==> src/design/mipsPkg.sv <==
package mipsPkg;

    localparam int dataWidth = 32;
    localparam int regAddrWidth = 5;
    localparam int imemDepth = 64;
    localparam int dmemDepth = 64;
    localparam int imemIdxWidth = $clog2(imemDepth);
    localparam int dmemIdxWidth = $clog2(dmemDepth);

    localparam logic [5:0] opR = 6'h00;
    localparam logic [5:0] opAddi = 6'h08;
    localparam logic [5:0] opLw = 6'h23;
    localparam logic [5:0] opSw = 6'h2b;
    localparam logic [5:0] opBeq = 6'h04;
    localparam logic [5:0] opJ = 6'h02;

    localparam logic [5:0] fnAdd = 6'h20;
    localparam logic [5:0] fnSub = 6'h22;
    localparam logic [5:0] fnAnd = 6'h24;
    localparam logic [5:0] fnOr = 6'h25;
    localparam logic [5:0] fnSlt = 6'h2a;

    typedef enum logic [2:0] {
        aluAdd,
        aluSub,
        aluAnd,
        aluOr,
        aluSlt
    } aluOpT;

    typedef enum logic {
        wbAlu,
        wbMem
    } wbSrcT;

    typedef enum logic [1:0] {
        fwdNone,
        fwdMem,
        fwdWb
    } fwdSelT;

endpackage

==> src/design/hazard.sv <==
`timescale 1ns/1ns

module hazard import mipsPkg::*; (
    input  logic                    clk,
    input  logic                    rstN,
    input  logic [regAddrWidth-1:0] rsD,
    input  logic [regAddrWidth-1:0] rtD,
    input  logic                    branchD,
    input  logic                    jumpD,
    input  logic [regAddrWidth-1:0] rsE,
    input  logic [regAddrWidth-1:0] rtE,
    input  logic [regAddrWidth-1:0] writeRegE,
    input  logic                    regWriteE,
    input  wbSrcT                   wbSrcE,
    input  logic [regAddrWidth-1:0] writeRegM,
    input  logic                    regWriteM,
    input  wbSrcT                   wbSrcM,
    input  logic [regAddrWidth-1:0] writeRegW,
    input  logic                    regWriteW,
    output logic                    stallF,
    output logic                    stallD,
    output logic                    flushE,
    output logic                    forwardAD,
    output logic                    forwardBD,
    output fwdSelT                  forwardAE,
    output fwdSelT                  forwardBE
);

    logic run, lwStall, branchStall, stall;

    function automatic fwdSelT fwdSel(input logic [regAddrWidth-1:0] src);
        if (src != '0 && src == writeRegM && regWriteM) begin
            return fwdMem;
        end else if (src != '0 && src == writeRegW && regWriteW) begin
            return fwdWb;
        end
        return fwdNone;
    endfunction

    // low for the first cycle out of reset while the pipeline is all bubbles.
    always_ff @(posedge clk or negedge rstN) begin
        if (!rstN) begin
            run <= 1'b0;
        end else begin
            run <= 1'b1;
        end
    end

    assign forwardAE = run ? fwdSel(rsE) : fwdNone;
    assign forwardBE = run ? fwdSel(rtE) : fwdNone;
    assign forwardAD = run && rsD != '0 && rsD == writeRegM && regWriteM;
    assign forwardBD = run && rtD != '0 && rtD == writeRegM && regWriteM;

    assign lwStall = wbSrcE == wbMem && (rtE == rsD || rtE == rtD) && !jumpD;
    assign branchStall = branchD &&
        ((regWriteE && writeRegE != '0 && (writeRegE == rsD || writeRegE == rtD)) ||
         (wbSrcM == wbMem && regWriteM && (writeRegM == rsD || writeRegM == rtD)));

    assign stall = run && (lwStall || branchStall);
    assign stallF = stall;
    assign stallD = stall;
    assign flushE = stall; // the held instruction leaves a bubble behind it.

endmodule

==> config.mk <==
export PLATFORM = sky130hd
export DESIGN_NAME = hazard
export DESIGN_NICKNAME = d
export VERILOG_FILES = /design/src/design/mipsPkg.sv /design/src/design/hazard.sv
export SDC_FILE = /design/constraint.sdc
export NUM_CORES = 1
export LEC_CHECK = 0
export BUFFER_PORTS_ARGS = -buffer_cell sky130_fd_sc_hd__buf_2
export CAP_MARGIN = 20
export CORE_MARGIN = 1
export CORE_UTILIZATION = 45
export DETAILED_ROUTE_END_ITERATION = 10
export GPL_TIMING_DRIVEN = 0
export PLACE_DENSITY = 0.85
export REMOVE_ABC_BUFFERS = 1
export SYNTH_ARGS = -nofsm -noshare
export SYNTH_HDL_FRONTEND = slang
export SYNTH_SLANG_ARGS = --single-unit
==> constraint.sdc <==
create_clock -name clk -period 3.3 [get_ports clk]
set_input_delay 0.33 -clock clk [delete_from_list [all_inputs] [get_ports clk]]
set_output_delay 0.33 -clock clk [all_outputs]
set_load 0.01 [all_outputs]
After elaboration in Yosys (flattened, before gate mapping)
Cells that the tools add are included.
- output and inout port bits: 9
- flip-flop bits (word level): 1
- reduce and logical (&&, ||, !) cells: 33
- equality and inequality tests: 12
- multiplexer cells: 12
- operators by type and width (kind ; count):
    $eq A5 B5 Y1 ; 12
    $reduce_bool A5 Y1 ; 5
    $logic_and A1 B1 Y1 ; 22
    $mux W2 ; 8
    $logic_or A1 B1 Y1 ; 5
    $mux W1 ; 4
    $logic_not A1 Y1 ; 1

Logic depth before layout (Yosys ltp)
Gate-level depths: netlist (run 1).
- depth in word-level cells: 7
- depth in mapped cells: 6
- mapped depth without buffers: 4

Least setup slack after synthesis (run 1)
No wires, ideal clock.
- kind: in2out
- start point: in rtE[4]
- end point: out forwardBE[1]
- buffers on the path: 1
- path slack: 1.466 ns
- stages on the path: 5
- arrival time: 1.504 ns
- cell sequence: buf_2 > or4_4 > nor2_4 > nor4_2 > nor4_2
- word-level cells in the longest chain between the ends: 7
- elaborated cells between the ends (all ways): 12
- those cells by class: eq/ne: 2; mux: 5; reduce/logical: 5
- ends and longest elaborated chain (what ; RTL line ; RTL):
    from (decl) ; hazard.sv:11 ; input logic [regAddrWidth-1:0] rtE,
    $eq A5 B5 Y1 or $reduce_bool A5 Y1 (tied branches) ; hazard.sv:34, hazard.sv:32 ;
    $logic_and A1 B1 Y1 (2 in a row) ; hazard.sv:34 ; end else if (src != '0 && src == writeRegW && regWriteW) begin
    $mux W1 ; hazard.sv:34 ;
    $mux W1 ; hazard.sv:32 ; if (src != '0 && src == writeRegM && regWriteM) begin
    $mux W2 * ; hazard.sv:37 ; return fwdNone;
    $mux W2 * ; hazard.sv:50 ; assign forwardBE = run ? fwdSel(rtE) : fwdNone;
    to (decl) ; hazard.sv:26 ; output fwdSelT forwardBE
Mark *: on every way between the ends. The rest lies on a longest branch, timed or not.

Worst setup path after layout (run 1)
- start point: in rtE[3]
- end point: out forwardBE[1]
The elaborated chain is that of the path after synthesis.

==> results of run 1 <==
==> per-layer routing <==
metal,up-vias,GRT usage [%],routed length (um)
met5,-,0,0
met4,0,3.64,37
met3,7,1.25,99
met2,32,49.3,1310
met1,441,33.5,1050
li1,449,-,-
==> worst max path at each step <==
stage / slack (ps) / from / endpoint
floorplan: 1500 / rsE[1] / forwardAE[1]
global placement: 1360 / rtE[3] / forwardBE[1]
detailed placement: 1340 / rtE[3] / forwardBE[1]
CTS: 1340 / rtE[3] / forwardBE[1]
global route: 1210 / rsE[1] / forwardAE[1]
finish: 1340 / rtE[3] / forwardBE[1]
==> stage by stage <==
step | cells | hold WS (ps) | setup slack, ps
after floorplan | 94 | 34.4 | 1500
after global placement | 162 | 105 | 1360
after detailed placement | 162 | 105 | 1340
after CTS | 162 | 105 | 1340
after global routing | 162 | 109 | 1210
final | 162 | 104 | 1340
==> area by class of cell <==
class / instances / share of cell area, %
multi-input combinational: 93 / 70.2
sequential: 1 / 2.44
tap: 16 / 1.95
timing repair buffer: 52 / 25.4
==> power by group through the flow <==
stage / Sequential [uW] / Clock [uW] / Combinational (uW)
2_1_floorplan: 14.1 / 0 / 59.3
3_3_place_gp: 14.9 / 0 / 115
3_5_place_dp: 14.8 / 0 / 121
4_1_cts: 14.8 / 0 / 122
5_1_grt: 15.2 / 0 / 133
6_report: 14.9 / 0 / 123
==> cell usage after synthesis, types with 2 or more instances <==
cell	count
or4_1	4
nor3_1	6
xnor2_1	16
nor4_2	2
o2111ai_1	3
buf_4	2
nor4_1	4
buf_2	2
nor2_1	7
nand3_1	2
xor2_1	34
nand4_1	5
a22oi_1	3
clkbuf_1	3
==> logic make-up after synthesis <==
group | Yosys count
other | 1
flip-flops | 1
buffers and inverters | 8
AND/OR/NAND/NOR | 35
XOR/XNOR | 50
AO/OA/AOI/OAI | 7
==> results.yml, run 1 <==
layout:
  drive_gt1_share_pct: 39.0
  final_cell_mix: "buf_2, xor2_1, xnor2_1"
  largest_reg_flops: 1
  areaGrowthSynthToFinish_pct: 29.3
  layout_commonest_cell: "buf_2"
  fin_util_pct: 65.1
  reg_top3: "run (1)"
  layout.nets: 192
  insertedDiodeCount: 0
  fin_area_mm2: 0.00103
  nFillCells: 143
  multiInputGateArea_um2: 721
  seqCellArea_um2: 25.0
  largest_register: "run"
sta:
  fmax_mhz: 510
  setup_viol: 0
  period_needed_ps: 1960
  rsz0062_at_grt: "no"
  tns_ps: 0
  fin_crit_sh_pct: 59.4
  slew_violations: 0
  hold_viol: 0
synthesis:
  ys_ff_latch: 1
  netlist_area_um2: 793
  synthSimpleGateAreaFrac_pct: 27.9
  ys_seq_area_share_pct: 3.15
  yosys.area_share.xor_xnor_pct: 55.2
  async_flop_share_pct: 100
  yosys_warnings: 0
  synth_top_area_share_pct: 37.5
  avgSynthCellArea_um2: 7.78
  postSynthCellCount: 102
  synth_fa_ha_area_share_pct: 0
  synth_ff_type: "dfrtp_1"
  netlist_top_cells_area: "xor2_1, xnor2_1, nand4_1"
  synth_top_family_by_area: "XOR/XNOR gates"
  synthMuxAreaShare_pct: 0
  yosys.area.top_type: "xor2_1"
  yosysUniqueCellTypes: 23
  synth_compound_area_share_pct: 7.26
  synth_edf_count: 0
cts:
  path_clk_slew_ps: 0
  holdBufCountCts: 0
  post_cts_buffers: 0
  cts_resized: 0
hold_path:
  hold_path.class: "in -> async"
global_route:
  grt_overflow: 0
  grt_antenna_before_repair: 0
  grt_pass1_wl_um: 3910
  grt_pass1_vias: 877
  grt_max_degree: 10
  globalRouteTotalUtil_pct: 26.2
route:
  route.detailed.drc: 0
  routedWlPerCell_um: 15.4
  ant_nets: 0
  vias: 929
  drt_iter0_markers: 30
  wl_um: 2490
  drt_pass1_iterations: 6
  vias_per_cell: 5.73
power:
  total_power_uw: 138
  intPower_uw: 69.6
  p_clk_share_pct: 0
  power.switching_uw: 68.4
  pwr-share-comb_pct: 89.2
  peakVddDrop_uv: 97.5
  p_leak_uw: 0.000461
  p_seq_share_pct: 10.8
  swShare_pct: 49.5
  pwr_density_cell_mw_per_mm2: 134
worst_setup_path:
  startpoint_type: "primary input"
  crit_chain: "buf_2 -> or4_4 -> nor2_4 -> nor4_2 -> nor4_2 -> buf_2"
  cp_num_cells: 6
  slowest_delay_ps: 550
  crit_fanout: 5
  crit_buf_inv: 2
  required_ps: 2970
  cp_data_arrival_time_ps: 1630
  critical-path-slowest-cell: "or4_4"
  critical_path.top_delay_family: "simple AND/OR/NAND/NOR gates"
  end_kind: "primary output"
  crit_type: "in -> out"
floorplanning:
  num_rows: 14
  initial_core_util_pct: 50.3
  pin_count: 53
  coreArea_mm2: 0.00158
  die_x_um: 44.0
  fp.dieH_um: 44.0
  die_area_mm2: 0.00193
job:
  cap_violations: 0
placement:
  dpl-instance-area_mm2: 0.00103
  gp_congestion: 0.797
  portBuffers: 52
  hpwl_um: 2130
status:
  status: "finished, final reports clean"
No activity file was read; power rests on OpenSTA's default activity.
==> run 2, diff against run 1 <==
ABC_AREA = 1   (was not set)
CORE_UTILIZATION = 40   (was 45)
PLACE_DENSITY = 0.76   (was 0.85)
clock period = 1.7 ns   (was 3.3 ns; I/O delays follow)
==> results.yml, run 2 <==
global_route:
  grt_pass1_vias: 1025
  grt_overflow: 0
  grt_max_degree: 7
  grt_antenna_before_repair: 0
  grt_pass1_wl_um: 4440
  globalRouteTotalUtil_pct: 21.4
worst_setup_path:
  cp_data_arrival_time_ps: 1270
  crit_fanout: 5
  startpoint_type: "primary input"
  end_kind: "primary output"
  crit_type: "in -> out"
  required_ps: 1530
job:
  cap_violations: 0
sta:
  tns_ps: 0
  setup_viol: 0
  fmax_mhz: 694
  hold_viol: 0
  slew_violations: 0
  fin_crit_sh_pct: 84.8
  rsz0062_at_grt: "no"
  period_needed_ps: 1440
layout:
  largest_reg_flops: 1
  layout_commonest_cell: "nand2_1"
  reg_top3: "run (1)"
  largest_register: "run"
  layout.nets: 280
  final_cell_mix: "nand2_1, buf_2, inv_1"
  drive_gt1_share_pct: 25.2
  insertedDiodeCount: 0
  areaGrowthSynthToFinish_pct: 27.7
power:
  total_power_uw: 289
  pwr_density_cell_mw_per_mm2: 240
  p_leak_uw: 0.000772
  peakVddDrop_uv: 213
synthesis:
  ys_seq_area_share_pct: 2.65
  synth_edf_count: 0
  yosys.area.top_type: "nand2_1"
  synth_top_area_share_pct: 26.2
  async_flop_share_pct: 100
  ys_ff_latch: 1
  synth_ff_type: "dfrtp_1"
  postSynthCellCount: 187
  yosysUniqueCellTypes: 24
  netlist_top_cells_area: "nand2_1, xnor2_1, inv_1"
  avgSynthCellArea_um2: 5.05
  yosys_warnings: 0
  yosys.cell_count.top_type: "nand2_1"
  netlist_area_um2: 945
  yosys-top-cells-count: "nand2_1, inv_1, nor2_1"
route:
  wl_um: 2590
  vias: 1241
  vias_per_cell: 4.74
  drt_pass1_iterations: 4
  drt_iter0_markers: 35
  routedWlPerCell_um: 9.90
  ant_nets: 0
  route.detailed.drc: 0
floorplanning:
  num_rows: 17
  coreArea_mm2: 0.00221
  pin_count: 53
  die_area_mm2: 0.00256
  die_x_um: 50.6
  initial_core_util_pct: 42.7
  fp.dieH_um: 50.6
status:
  status: "finished, final reports clean"
placement:
  gp_congestion: 0.879
  portBuffers: 52
  hpwl_um: 2210
hold_path:
  hold_path.class: "in -> async"
cts:
  path_clk_slew_ps: 0
  cts_resized: 0
run 2: cell count changes in the layout (fill, tap and decap cells not counted), sizes merged, moves of 5 or more:
| cell | change |
|---|---|
| inv | +38 |
| nor2 | +8 |
| xor2 | -25 |
| or4 | -5 |
| nand2 | +66 |
run 2: worst max path at each step:
stage / startpoint / to / slack (ps) / depth (start not counted)
3_3_place_gp: rsD[0] / stallF / 280 / 12
3_5_place_dp: rsD[0] / stallD / 280 / 12
4_1_cts: rsD[0] / stallD / 270 / 12
2_1_floorplan: rsD[0] / flushE / 540 / 10
6_report: writeRegM[1] / stallD / 260 / 12
5_1_grt: rsD[0] / flushE / 60 / 12
run 2: layer usage:
metal / vias to the layer above / wire length (um) / track usage, %
met3: 6 / 183 / 0.606
met4: 0 / 33 / 3.24
met5: - / 0 / 0
li1: 668 / - / -
met2: 48 / 1180 / 34.2
met1: 519 / 1190 / 32.0
run 2: area by class of cell:
cell class	instances	area, um2
Fill cell	255	1010
Sequential cell	1	25.0
Inverter	38	143
Timing Repair Buffer	53	270
Tap cell	28	35.0
Multi-Input combinational cell	142	733
run 2: what timing repair did:
item,4_1_cts,5_1_grt
setup endpoints to repair,0,0
setup buffers,0,0
endpoints found under the hold margin,1,0
hold buffers,1,0
run 2: where the power goes:
group          switching (uW)  internal [uW]  leakage [uW]  total [uW]
registers               0.925           25.5     0.0000117        26.4
clock network               0              0             0           0
logic                     149            114      0.000761         263
total                     150            139      0.000772         289
run 2: worst max-delay path: stages:
cell and delay, ps:
buf_2 150, inv_2 80, nand2_1 60, nand2_1 40
nor2_1 120, nand3_1 100, nand2_1 90, nand2_1 50
nand2_1 50, nand2_1 60, a21oi_2 150, buf_2 150
run 2: logic make-up after synthesis:
family / Yosys count / share of synthesized area (%)
xor gates and xnor gates: 23 / 21.3
DFF: 1 / 2.65
other: 1 / 0.397
AOI/OAI and AO/OA: 18 / 12.7
and+or+nand+nor: 100 / 43.2
buffers and inverters: 44 / 19.7
run 2: through the flow:
stage / cells / cell area, um2 / hold WS (ps) / utilization [%] / worst slack [ps]
finish: 262 / 1210 / 476 / 54.5 / 258
global route: 262 / 1210 / 513 / 54.5 / 61.3
CTS: 262 / 1210 / 475 / 54.5 / 270
detailed placement: 261 / 1200 / -53.9 / 54.1 / 278
global placement: 261 / 1200 / -54.7 / 54.1 / 280
floorplan: 181 / 901 / -126 / - / 540
